--- config.mk ---
export PLATFORM = sky130hd
export DESIGN_NAME = rdp_top
export DESIGN_NICKNAME = d
export VERILOG_FILES = /design/src/source/rdp_pkg.sv /design/src/source/rdp_top.sv /design/src/source/rdp_oct_control.sv /design/src/source/rdp_afi_return.sv /design/src/source/rdp_read_fifo.sv /design/src/source/rdp_latency_fifo.sv /design/src/source/rdp_valid_predict.sv
export VERILOG_INCLUDE_DIRS = /design/src /design/src/source
export SDC_FILE = /design/constraint.sdc
export NUM_CORES = 1
export LEC_CHECK = 0
export BUFFER_PORTS_ARGS = -buffer_cell sky130_fd_sc_hd__buf_4
export CORE_MARGIN = 2
export CORE_UTILIZATION = 40
export DETAILED_ROUTE_END_ITERATION = 12
export SLEW_MARGIN = 25
export SYNTH_ARGS = -nofsm -noshare
export SYNTH_HDL_FRONTEND = slang
export SYNTH_HIERARCHICAL = 1
export SYNTH_SLANG_ARGS = --single-unit
--- constraint.sdc ---
create_clock -name pll_afi_clk -period 3.3 [get_ports pll_afi_clk]
set_input_delay 0.165 -clock pll_afi_clk [delete_from_list [all_inputs] [get_ports pll_afi_clk]]
set_output_delay 0.165 -clock pll_afi_clk [all_outputs]
set_load 0.01 [all_outputs]
--- src/source/rdp_params.svh ---
/*
 * Build parameters of the DDR2 PHY read datapath
 * Group count, data widths, FIFO and shifter depths, read latency limits
 * and the on-die termination window derived from the memory read latency
 */

`ifndef RDP_PARAMS_SVH
`define RDP_PARAMS_SVH

// Interface shape, half rate with two DQS groups
`define RDP_DQS_GROUPS        2
`define RDP_DQ_PER_GROUP      8
`define RDP_AFI_RATE          2

// One AFI cycle carries two time slots per AFI phase
`define RDP_TIME_SLOTS        (2 * `RDP_AFI_RATE)
`define RDP_GROUP_WORD_WIDTH  (`RDP_TIME_SLOTS * `RDP_DQ_PER_GROUP)
`define RDP_DATA_WIDTH        (`RDP_DQS_GROUPS * `RDP_GROUP_WORD_WIDTH)

// Storage depths
`define RDP_VFIFO_DEPTH       8
`define RDP_READ_FIFO_DEPTH   8
`define RDP_MAX_READ_LATENCY  16
`define RDP_MIN_READ_LATENCY  2

// Memory read latency and the termination window it implies
`define RDP_MEM_T_RL          5
`define RDP_OCT_ON_DELAY      ((`RDP_MEM_T_RL > 4) ? ((`RDP_MEM_T_RL - 4) / 2) : 0)
`define RDP_OCT_OFF_DELAY     ((`RDP_MEM_T_RL + 6) / 2)

`endif
--- src/source/rdp_pkg.sv ---
/*
 * Shared types of the read datapath
 * Data words in both orderings, valid and enable vectors, pointer and
 * latency types, the sequencer opcode and the full-rate shift state
 */

`default_nettype none

`include "rdp_params.svh"

package rdp_pkg;

	// One group's four time slots, time slot 0 in the low byte
	typedef logic [`RDP_GROUP_WORD_WIDTH-1:0] dq_group_word_t;

	// Captured word, ordered by group and then by time slot
	typedef logic [`RDP_DATA_WIDTH-1:0] ddio_word_t;

	// AFI read data, ordered by time slot and then by group
	typedef logic [`RDP_DATA_WIDTH-1:0] afi_rdata_t;

	// One bit per AFI phase
	typedef logic [`RDP_AFI_RATE-1:0] afi_valid_t;

	// DQS enable bits, indexed as group + groups * phase
	typedef logic [`RDP_DQS_GROUPS*`RDP_AFI_RATE-1:0] dqs_en_t;

	typedef logic [$clog2(`RDP_DQS_GROUPS)-1:0] group_sel_t;
	typedef logic [$clog2(`RDP_VFIFO_DEPTH)-1:0] vfifo_addr_t;

	// Extra top bit tells a full FIFO from an empty one
	typedef logic [$clog2(`RDP_READ_FIFO_DEPTH):0] rfifo_ptr_t;

	typedef logic [$clog2(`RDP_MAX_READ_LATENCY)-1:0] latency_t;
	typedef logic [`RDP_DQS_GROUPS-1:0] oct_t;

	// Sequencer command, idles at SEQ_OP_NONE between single-cycle ops
	typedef enum logic [1:0]
	{
		SEQ_OP_NONE       = 2'd0,
		SEQ_OP_INC_FR     = 2'd1,
		SEQ_OP_INC_HR     = 2'd2,
		SEQ_OP_FIFO_RESET = 2'd3
	} seq_op_e;

	// Full-rate cycle shift applied to the valid-prediction tokens
	typedef enum logic
	{
		FR_SHIFT_NONE = 1'b0,
		FR_SHIFT_ONE  = 1'b1
	} fr_shift_e;

endpackage

`default_nettype wire

--- src/source/rdp_top.sv ---
/*
 * Top level of the read datapath
 * Latency FIFO makes the read strobe, the read data FIFOs buffer captured
 * words, the return stage hands them to the AFI; valid prediction and
 * termination control run beside them off the same read enable
 */

`default_nettype none

module rdp_top
(
	input  wire                      pll_afi_clk,
	input  wire                      reset_n_afi_clk,
	input  wire rdp_pkg::afi_valid_t afi_rdata_en_full_i,
	input  wire                      capture_strobe_i,
	input  wire rdp_pkg::ddio_word_t ddio_dq_i,
	input  wire rdp_pkg::seq_op_e    seq_op_i,
	input  wire rdp_pkg::group_sel_t seq_group_i,
	input  wire rdp_pkg::latency_t   seq_read_latency_i,
	output rdp_pkg::afi_rdata_t      afi_rdata_o,
	output rdp_pkg::afi_valid_t      afi_rdata_valid_o,
	output rdp_pkg::dqs_en_t         dqs_enable_ctrl_o,
	output rdp_pkg::oct_t            force_oct_off_o
);

	// Read strobe from the latency FIFO, one pulse per read request
	logic read_strobe;

	// Oldest word of every group FIFO, still in group order
	rdp_pkg::ddio_word_t fifo_rdata;

	// DQS enable tokens, one shifter pair per group
	rdp_valid_predict rdp_valid_predict_inst
	(
		.pll_afi_clk         (pll_afi_clk),
		.reset_n_afi_clk     (reset_n_afi_clk),
		.afi_rdata_en_full_i (afi_rdata_en_full_i),
		.seq_op_i            (seq_op_i),
		.seq_group_i         (seq_group_i),
		.dqs_enable_ctrl_o   (dqs_enable_ctrl_o)
	);

	rdp_latency_fifo rdp_latency_fifo_inst
	(
		.pll_afi_clk         (pll_afi_clk),
		.reset_n_afi_clk     (reset_n_afi_clk),
		.afi_rdata_en_full_i (afi_rdata_en_full_i),
		.seq_read_latency_i  (seq_read_latency_i),
		.read_strobe_o       (read_strobe)
	);

	rdp_read_fifo rdp_read_fifo_inst
	(
		.pll_afi_clk      (pll_afi_clk),
		.reset_n_afi_clk  (reset_n_afi_clk),
		.capture_strobe_i (capture_strobe_i),
		.ddio_dq_i        (ddio_dq_i),
		.read_strobe_i    (read_strobe),
		.seq_op_i         (seq_op_i),
		.fifo_rdata_o     (fifo_rdata)
	);

	// Reorders to time-slot order and registers data and valid
	rdp_afi_return rdp_afi_return_inst
	(
		.pll_afi_clk       (pll_afi_clk),
		.reset_n_afi_clk   (reset_n_afi_clk),
		.read_strobe_i     (read_strobe),
		.fifo_rdata_i      (fifo_rdata),
		.afi_rdata_o       (afi_rdata_o),
		.afi_rdata_valid_o (afi_rdata_valid_o)
	);

	rdp_oct_control rdp_oct_control_inst
	(
		.pll_afi_clk         (pll_afi_clk),
		.reset_n_afi_clk     (reset_n_afi_clk),
		.afi_rdata_en_full_i (afi_rdata_en_full_i),
		.force_oct_off_o     (force_oct_off_o)
	);

endmodule

`default_nettype wire

--- src/source/rdp_oct_control.sv ---
/*
 * On-die termination control
 * Forces termination off once no read enable falls in the recent window
 */

`default_nettype none

`include "rdp_params.svh"

module rdp_oct_control
(
	input  wire                      pll_afi_clk,
	input  wire                      reset_n_afi_clk,
	input  wire rdp_pkg::afi_valid_t afi_rdata_en_full_i,
	output rdp_pkg::oct_t            force_oct_off_o
);

	// Last RDP_OCT_OFF_DELAY enables, newest in bit 0
	logic [`RDP_OCT_OFF_DELAY-1:0] rdata_en_r;
	logic [`RDP_OCT_OFF_DELAY:0] rdata_en_window;

	assign rdata_en_window = {rdata_en_r, afi_rdata_en_full_i[0]};

	always_ff @(posedge pll_afi_clk or negedge reset_n_afi_clk)
	begin
		if (!reset_n_afi_clk)
		begin
			rdata_en_r <= '0;
			force_oct_off_o <= '0;
		end
		else
		begin
			rdata_en_r <= rdata_en_window[`RDP_OCT_OFF_DELAY-1:0];
			// Termination stays on while any enable is inside the window
			force_oct_off_o <= {`RDP_DQS_GROUPS{
				~(|rdata_en_window[`RDP_OCT_OFF_DELAY:`RDP_OCT_ON_DELAY])}};
		end
	end

endmodule

`default_nettype wire

--- src/source/rdp_afi_return.sv ---
/*
 * AFI return stage
 * Registers the FIFO word in time-slot order and drives AFI read valid
 */

`default_nettype none

`include "rdp_params.svh"

module rdp_afi_return
(
	input  wire                      pll_afi_clk,
	input  wire                      reset_n_afi_clk,
	input  wire                      read_strobe_i,
	input  wire rdp_pkg::ddio_word_t fifo_rdata_i,
	output rdp_pkg::afi_rdata_t      afi_rdata_o,
	output rdp_pkg::afi_valid_t      afi_rdata_valid_o
);

	localparam int DQ_W = `RDP_DQ_PER_GROUP;

	rdp_pkg::afi_rdata_t rdata_remap;

	// FIFO side is group then slot; AFI side is slot then group
	always_comb
	begin
		for (int t = 0; t < `RDP_TIME_SLOTS; t++)
		begin
			for (int g = 0; g < `RDP_DQS_GROUPS; g++)
			begin
				rdata_remap[(t*`RDP_DQS_GROUPS + g)*DQ_W +: DQ_W] =
					fifo_rdata_i[(g*`RDP_TIME_SLOTS + t)*DQ_W +: DQ_W];
			end
		end
	end

	// Data holds its last value between reads
	always_ff @(posedge pll_afi_clk)
	begin
		if (read_strobe_i)
			afi_rdata_o <= rdata_remap;
	end

	// Both phases carry data for every read
	always_ff @(posedge pll_afi_clk or negedge reset_n_afi_clk)
	begin
		if (!reset_n_afi_clk)
			afi_rdata_valid_o <= '0;
		else
			afi_rdata_valid_o <= {`RDP_AFI_RATE{read_strobe_i}};
	end

endmodule

`default_nettype wire

--- src/source/rdp_read_fifo.sv ---
/*
 * Read data FIFOs
 * One flop-based FIFO per DQS group, written on the capture strobe, read
 * on the read strobe, pointers cleared by the sequencer FIFO reset
 */

`default_nettype none

`include "rdp_params.svh"

module rdp_read_fifo
(
	input  wire                      pll_afi_clk,
	input  wire                      reset_n_afi_clk,
	input  wire                      capture_strobe_i,
	input  wire rdp_pkg::ddio_word_t ddio_dq_i,
	input  wire                      read_strobe_i,
	input  wire rdp_pkg::seq_op_e    seq_op_i,
	output rdp_pkg::ddio_word_t      fifo_rdata_o
);

	localparam int ADDR_W = $clog2(`RDP_READ_FIFO_DEPTH);
	localparam int WORD_W = `RDP_GROUP_WORD_WIDTH;

	logic fifo_reset;

	// The sequencer resets every group at once
	assign fifo_reset = (seq_op_i == rdp_pkg::SEQ_OP_FIFO_RESET);

	for (genvar g = 0; g < `RDP_DQS_GROUPS; g++)
	begin : group_gen
		rdp_pkg::dq_group_word_t fifo_mem [`RDP_READ_FIFO_DEPTH];
		rdp_pkg::rfifo_ptr_t wr_ptr;
		rdp_pkg::rfifo_ptr_t rd_ptr;
		logic fifo_full;
		logic fifo_empty;

		// Pointers match when empty and differ only in the wrap bit when full
		assign fifo_empty = (wr_ptr == rd_ptr);
		assign fifo_full = (wr_ptr[ADDR_W] != rd_ptr[ADDR_W]) &&
			(wr_ptr[ADDR_W-1:0] == rd_ptr[ADDR_W-1:0]);

		// ************************************************************
		// Storage and pointers
		// ************************************************************
		always_ff @(posedge pll_afi_clk)
		begin
			if (capture_strobe_i)
				fifo_mem[wr_ptr[ADDR_W-1:0]] <= ddio_dq_i[g*WORD_W +: WORD_W];
		end

		always_ff @(posedge pll_afi_clk or negedge reset_n_afi_clk)
		begin
			if (!reset_n_afi_clk)
			begin
				wr_ptr <= '0;
				rd_ptr <= '0;
			end
			else if (fifo_reset)
			begin
				wr_ptr <= '0;
				rd_ptr <= '0;
			end
			else
			begin
				if (capture_strobe_i)
					wr_ptr <= wr_ptr + 1'b1;
				if (read_strobe_i)
					rd_ptr <= rd_ptr + 1'b1;
			end
		end

		// Oldest entry is visible while the read strobe is high
		assign fifo_rdata_o[g*WORD_W +: WORD_W] = fifo_mem[rd_ptr[ADDR_W-1:0]];

		// Capture must never outrun the reads issued through the latency FIFO
		assert property (@(posedge pll_afi_clk) disable iff (!reset_n_afi_clk)
			capture_strobe_i && !fifo_reset |-> !fifo_full)
		else $error("write to full read FIFO of group %0d", g);

		// A read strobe with no captured word means the latency is too short
		assert property (@(posedge pll_afi_clk) disable iff (!reset_n_afi_clk)
			read_strobe_i && !fifo_reset |-> !fifo_empty)
		else $error("read from empty read FIFO of group %0d", g);
	end

endmodule

`default_nettype wire

--- src/source/rdp_latency_fifo.sv ---
/*
 * Read latency FIFO
 * Delays the read enable through a shift register and taps it at the
 * latency set by the sequencer, giving the registered read strobe
 */

`default_nettype none

`include "rdp_params.svh"

module rdp_latency_fifo
(
	input  wire                      pll_afi_clk,
	input  wire                      reset_n_afi_clk,
	input  wire rdp_pkg::afi_valid_t afi_rdata_en_full_i,
	input  wire rdp_pkg::latency_t   seq_read_latency_i,
	output logic                     read_strobe_o
);

	logic [`RDP_MAX_READ_LATENCY-1:0] latency_shifter;
	rdp_pkg::latency_t tap_sel;

	// Bit k holds a request made k+1 cycles ago
	always_ff @(posedge pll_afi_clk or negedge reset_n_afi_clk)
	begin
		if (!reset_n_afi_clk)
			latency_shifter <= '0;
		else
			latency_shifter <= {latency_shifter[`RDP_MAX_READ_LATENCY-2:0],
				afi_rdata_en_full_i[0]};
	end

	// The shifter and the output register together take two cycles
	assign tap_sel = seq_read_latency_i - rdp_pkg::latency_t'(`RDP_MIN_READ_LATENCY);

	always_ff @(posedge pll_afi_clk or negedge reset_n_afi_clk)
	begin
		if (!reset_n_afi_clk)
			read_strobe_o <= 1'b0;
		else
			read_strobe_o <= latency_shifter[tap_sel];
	end

	// Changing the latency below the minimum with reads in flight would
	// wrap the tap and lose or duplicate strobes
	assert property (@(posedge pll_afi_clk) disable iff (!reset_n_afi_clk)
		(|latency_shifter) |->
		seq_read_latency_i inside {[`RDP_MIN_READ_LATENCY:`RDP_MAX_READ_LATENCY-1]})
	else $error("read latency out of range with reads in flight");

endmodule

`default_nettype wire

--- src/source/rdp_valid_predict.sv ---
/*
 * Read valid prediction
 * Per DQS group: write position, full-rate shift state, a registered
 * full-rate cycle shifter and one token shift register per AFI phase
 */

`default_nettype none

`include "rdp_params.svh"

module rdp_valid_predict
(
	input  wire                      pll_afi_clk,
	input  wire                      reset_n_afi_clk,
	input  wire rdp_pkg::afi_valid_t afi_rdata_en_full_i,
	input  wire rdp_pkg::seq_op_e    seq_op_i,
	input  wire rdp_pkg::group_sel_t seq_group_i,
	output rdp_pkg::dqs_en_t         dqs_enable_ctrl_o
);

	// A read request in half rate writes one token per phase. The token
	// shifters drain toward bit 0 once per AFI cycle, so the write position
	// sets the delay in whole AFI cycles and the full-rate shift adds half
	// of one by sliding the tokens by a single phase

	for (genvar g = 0; g < `RDP_DQS_GROUPS; g++)
	begin : group_gen
		rdp_pkg::vfifo_addr_t wr_addr;
		rdp_pkg::fr_shift_e fr_shift;
		rdp_pkg::afi_valid_t rdata_en_r;
		logic rdata_en_hi_rr;
		rdp_pkg::afi_valid_t qvld_in;
		logic group_hit;

		assign group_hit = (seq_group_i == rdp_pkg::group_sel_t'(g));

		// ************************************************************
		// Sequencer control of write position and shift state
		// ************************************************************
		always_ff @(posedge pll_afi_clk or negedge reset_n_afi_clk)
		begin
			if (!reset_n_afi_clk)
			begin
				wr_addr <= '0;
				fr_shift <= rdp_pkg::FR_SHIFT_NONE;
			end
			else if (group_hit)
			begin
				// A half-rate step moves the write position and undoes any
				// full-rate shift, so the two together cover every phase
				if (seq_op_i == rdp_pkg::SEQ_OP_INC_HR)
				begin
					wr_addr <= wr_addr + 1'b1;
					fr_shift <= rdp_pkg::FR_SHIFT_NONE;
				end
				else if (seq_op_i == rdp_pkg::SEQ_OP_INC_FR)
				begin
					fr_shift <= rdp_pkg::FR_SHIFT_ONE;
				end
			end
		end

		// Full-rate cycle shifter, the high phase gets a second stage
		always_ff @(posedge pll_afi_clk or negedge reset_n_afi_clk)
		begin
			if (!reset_n_afi_clk)
			begin
				rdata_en_r <= '0;
				rdata_en_hi_rr <= 1'b0;
			end
			else
			begin
				rdata_en_r <= afi_rdata_en_full_i;
				rdata_en_hi_rr <= rdata_en_r[`RDP_AFI_RATE-1];
			end
		end

		// With a shift, phase 0 moves up to phase 1 and phase 1 wraps into
		// phase 0 of the next AFI cycle
		always_comb
		begin
			if (fr_shift == rdp_pkg::FR_SHIFT_ONE)
				qvld_in = {rdata_en_r[0], rdata_en_hi_rr};
			else
				qvld_in = rdata_en_r;
		end

		for (genvar ph = 0; ph < `RDP_AFI_RATE; ph++)
		begin : phase_gen
			logic [`RDP_VFIFO_DEPTH-1:0] qvld_shifter;

			// Shift down and drop the new token at the write position
			always_ff @(posedge pll_afi_clk or negedge reset_n_afi_clk)
			begin
				if (!reset_n_afi_clk)
				begin
					qvld_shifter <= '0;
				end
				else
				begin
					qvld_shifter <= {1'b0, qvld_shifter[`RDP_VFIFO_DEPTH-1:1]};
					qvld_shifter[wr_addr] <= qvld_in[ph];
				end
			end

			assign dqs_enable_ctrl_o[g + `RDP_DQS_GROUPS*ph] = qvld_shifter[0];
		end
	end

	// An unknown opcode would leave the write positions of all groups unknown
	assert property (@(posedge pll_afi_clk) disable iff (!reset_n_afi_clk)
		!$isunknown(seq_op_i))
	else $error("seq_op_i is unknown");

endmodule

`default_nettype wire

Word-level counts from Yosys, hierarchy flattened
Memories as Yosys holds them, arrays and structs flattened. A register that Yosys moved wholly into a read port is not among the register bits. Index checks and enable logic that the tools add are counted.

Equal/unequal tests: 3. Multiplexer cells: 24. Bitwise operators: 2. Reduce and logical (&&, ||, !) cells: 10. Add/subtract/negate cells: 7. Magnitude comparators: 5.

Operators by type and width (number): 8-bit bitwise mux (4); 4-bit two-way mux (8); 4-bit by 1-bit adder with 4-bit output, second input constant (4); 3-bit by 4-bit less-than comparator with 1-bit output, second input constant (2); 2-bit AND reduction (4); 1-bit two-way mux (7); 3-bit by 1-bit adder with 3-bit output, second input constant (2); 1-bit demux with 3-bit select (2); 3-bit by 1-bit >= comparator with 1-bit output, second input constant (2); 2-bit nonzero test (3); 6-bit OR reduction (1); 4-bit by 5-bit less-than comparator with 1-bit output, second input constant (1); 1-bit binary-select mux with 4-bit select (1); 2-bit equality test, second input constant (2); 2-bit two-way mux (2); 4-bit by 2-bit subtractor with 4-bit output, second input constant (1); 2-bit by 1-bit equality test with 1-bit output, second input constant (1); 1-bit logical AND (2); 1-bit inverter (2).

Input bits: 76. Memories: 2. RAM bits: 512. Output and inout port bits: 72. Register bits: 83. Word-level logic and storage cells: 72.

Memories: rdp_read_fifo_inst.group_gen[0].fifo_mem (words 8, bits a word 32, read ports 1, clocked after memory_dff 1, write ports 1, line rdp_read_fifo.sv:32) `` rdp_pkg::dq_group_word_t fifo_mem [`RDP_READ_FIFO_DEPTH]; ``; rdp_read_fifo_inst.group_gen[1].fifo_mem (words 8, bits a word 32, read ports 1, clocked after memory_dff 1, write ports 1, line rdp_read_fifo.sv:32).

Logic depth before layout (Yosys ltp)
Word-level depth: 5. Depth in mapped cells: 5.

Hierarchy
The synthesis kept the hierarchy.

Modules (own cells, without submodules): rdp_read_fifo (cells each 814, sequential area each 15675.0 um2, instances 1, area an instance 20109.3 um2); rdp_afi_return (cells each 66, sequential area each 1946.9 um2, instances 1, area an instance 1954.4 um2); rdp_valid_predict (cells each 122, sequential area each 1076.0 um2, instances 1, area an instance 1813.0 um2); rdp_latency_fifo (cells each 28, sequential area each 425.4 um2, instances 1, area an instance 589.3 um2); rdp_oct_control (cells each 9, sequential area each 150.1 um2, instances 1, area an instance 175.2 um2).

Worst setup path before layout
OpenSTA, ideal clock, no wires.

Path type: input-to-reg. Start: in capture_strobe_i. End: mem rdp_read_fifo_inst/group_gen[0].fifo_mem[2][0] (netlist bit) (enable). Path slack: -0.045 ns. Cell stages on the path: 3. Library setup time: 0.461 ns. Data arrival time: 2.884 ns. Buffers on the path: 1. Path through: clkbuf_1 nand2_1 nor3_1.

Longest elaborated chain between the ends: 2.

Ends and longest elaborated chain: start: declaration (line rdp_top.sv:15) `input wire capture_strobe_i,`; 1-bit two-way mux (line rdp_read_fifo.sv:48) `if (capture_strobe_i)`; 1-bit two-way mux (not written as such) (line rdp_read_fifo.sv:49) `fifo_mem[wr_ptr[ADDR_W-1:0]] <= ddio_dq_i[g*WORD_W +: WORD_W];`; end: declaration (line rdp_read_fifo.sv:32).

Every way passes these cells.

==> results.yml <==
clock_network:
  cts_setup_buffers: 0
  clock_path_buffers: 3
  cts_tree: "built"
  clockRootBuffer: "clkbuf_16"
  cts_sinks: 655
  cts_resized: 0
  path_clk_slew_ns: 0.06
  holdBufCountCts: 74
  numCtsBuffers: 69
  clock_latency_ns: 0.60
  htree_levels: 3
sta:
  finalSetupViolCount: 0
  worst_clock_skew_ns: 0.0185
  timing.final.hold_violations: 0
  fin_crit_sh_pct: 67.5
  fin_ws_ns: 1.07
  slew_violations: 0
  slew_headroom_pct: 43.7
  max_freq_mhz: 449
  min_period_ns: 2.23
  worst_pin_slew_ns: 0.842
  finalSetupTns_ns: 0
  grt_setup_unrepaired: "false"
  timing.hold.ws_ns: 0.114
die:
  io_pins: 148
  core.rowCount: 90
  die-area_mm2: 0.0636
  die_w_um: 252
  dieHeight_um: 252
  coreArea_mm2: 0.0606
  initial_core_util_pct: 40.7
route:
  drc: 0
  finalWirelength_um: 47300
  ant_nets: 0
  routed-via-count: 11136
  wl_per_cell_um: 22.0
  drtIter0Drc: 767
  drt_first_pass_iters: 4
  via_per_inst: 5.17
synth:
  yosysWarnings: 6
  synthTopCellsByCount: "576 x edfxtp_1, 94 x mux2_2, 83 x mux4_2"
  synthesis.area_mm2: 0.0246
  ys_types: 34
  synth-async-reset-ratio_pct: 12.1
  yosysTopAreaCellShare_pct: 70.2
  synth_top_area_cell: "edfxtp_1"
  syn_nets: 1123
  syn_inst: 1039
  post-synth-top-count-cell: "edfxtp_1"
  synth_edf_count: 576
  avgSynthCellArea_um2: 23.7
  synth_top_flop_cell: "edfxtp_1"
  synth_seq_cells: 655
  yosysSeqAreaShare_pct: 78.2
  netlist_top_cells_area: "edfxtp_1 70%, dfrtp_1 8.0%, mux4_2 7.6%, mux4_1 5.2%, mux2_2 4.3%"
worst_setup_path:
  crit_fanout: 29
  max_stage_delay_ns: 0.78
  worstSetupEndpointType: "register"
  crit_type: "register to register"
  path_buf_inv: 1
  worstRegToRegCells: 3
  start_kind: "register"
  r2r_setup_slack_ns: 1.07
  path_cells: "buf_4, mux4_1, mux2_2"
  cp.required_ns: 3.64
  critPathTopFamily: "multiplexers"
  critPathSlowestCell: "dfrtp_4"
  crit_arrival_ns: 2.56
  cp.depth: 3
global_route:
  antenna_found_initial: 3
  grt.overflow.total: 0
  grt_use_total_pct: 15.2
  grt_max_degree: 80
  grt_pass1_wl_um: 72200
  grt_pass1_vias: 11794
final_layout:
  fillCellCount: 4838
  antenna_cells: 0
  synthToLayoutAreaGrowth_pct: 21.1
  utilization_pct: 49.2
  drive_above_1_share_pct: 35.7
  nNetsFinal: 1401
power:
  power_density_mw_per_mm2: 813
  power_w: 0.0242
  ir_drop_mv: 0.379
  power.leakage_nw: 10.3
placed_design:
  place.gp.congestion: 0.691
  dpl.hpwl_um: 25800
  preCtsSetupSlack_ns: 1.04
  portBuffers: 147
outcome:
  status: "finished clean"
worst_hold_path:
  min_path_cells: 5
  hold_class: "input pin to register"
job:
  cap_violations: 0
## worst register-to-register path, cell delays in order, from the launching register on
cell and delay [ns]:
dfrtp_4 0.78, buf_4 0.36, mux4_1 0.56, mux2_2 0.28
## per-layer routing
metal | global-route usage [%] | share of wire (%)
met5 | 0 | 0.070
met1 | 19.8 | 42
met4 | 4.60 | 2.1
met3 | 3.54 | 5.5
met2 | 25.5 | 50
## per-stage QoR
stage,cells,instance area (um2)
after floorplan,1039,24700
after global placement,1954,26900
after detailed placement,1954,26900
after CTS,2155,29800
after global routing,2155,29800
final,2155,29800
## final cells by class
type | count | area, um2 | area share (%)
clock buffer | 92 | 1850 | 6.21
clock inverter | 35 | 373 | 1.25
inverter | 4 | 15.0 | 0.0503
multi-input combinational | 331 | 5120 | 17.2
sequential | 655 | 19300 | 64.6
tap | 782 | 978 | 3.28
timing repair buffer | 256 | 2210 | 7.41
## registers in the layout, indices dropped and copies added, names as in the netlist, 5 cells and up
signal	cells
rdp_oct_control_inst/rdata_en_r	5
rdp_read_fifo_inst/group_gen.wr_ptr	6
rdp_valid_predict_inst/group_gen.wr_addr	6
rdp_latency_fifo_inst/latency_shifter	16
rdp_read_fifo_inst/group_gen.fifo_mem	512
rdp_read_fifo_inst/group_gen.rd_ptr	6
rdp_afi_return_inst/afi_rdata_o	64
rdp_valid_predict_inst/group_gen.phase_gen.qvld_shifter	32
## final timing paths
kind                                                                             from                                                  endpoint
worst max-delay path            rdp_read_fifo_inst/group_gen[1].rd_ptr[0]$_DFFE_PN0P_             rdp_afi_return_inst/afi_rdata_o[12]$_DFFE_PP_
worst min-delay path                                                      seq_op_i[0]  rdp_valid_predict_inst/group_gen[1].fr_shift$_DFFE_PN0P_
worst max register to register  rdp_read_fifo_inst/group_gen[1].rd_ptr[0]$_DFFE_PN0P_             rdp_afi_return_inst/afi_rdata_o[12]$_DFFE_PP_
worst min register to register           rdp_oct_control_inst/rdata_en_r[1]$_DFF_PN0_              rdp_oct_control_inst/rdata_en_r[2]$_DFF_PN0_
max in group asynchronous                                             reset_n_afi_clk             rdp_latency_fifo_inst/read_strobe_o$_DFF_PN0_
min in group asynchronous                                             reset_n_afi_clk                                asynchronous set/reset pin
## cell usage in the layout (no fill, tap or decap), drive strengths merged
cell and instances:
xnor2 7, and2 1, edfxtp 576, nor3b 6, dfrtp 79, clkbuf 92, clkinv 25, nor2 20
a21oi 4, mux2 98, inv 7, or4 1, bufinv 5, o21ai 1, buf 182, nor3 7
clkinvlp 2, and3b 6, mux4 132, nand2b 6, nor2b 6, mux2i 8, o31ai 1, ha 8
nand3 3, dlygate4sd3 74, nand3b 5, xor2 2, nand2 5, a21bo 4
## power breakdown
part	leakage [nW]	total, W	switching, W	internal (W)
Clock	1.08	0.00755	0.00315	0.00440
Combinational	2.92	0.00533	0.00234	0.00299
Sequential	6.26	0.0114	0.000771	0.0106
## kinds of logic (layout without fill, tap and decap cells)
group                      Yosys count  after routing  synth area share [%]
DFF                                655            655                  78.2
muxes                              238            238                  17.6
and+or+nand+nor                     66             66                  1.64
buffers and inverters               53            387                  1.51
AOI/OAI and AO/OA                   10             10                 0.295
xor gates and xnor gates             9              9                 0.320
adders and majority gates            8              8                 0.406
No activity file was read; power rests on OpenSTA's default activity.
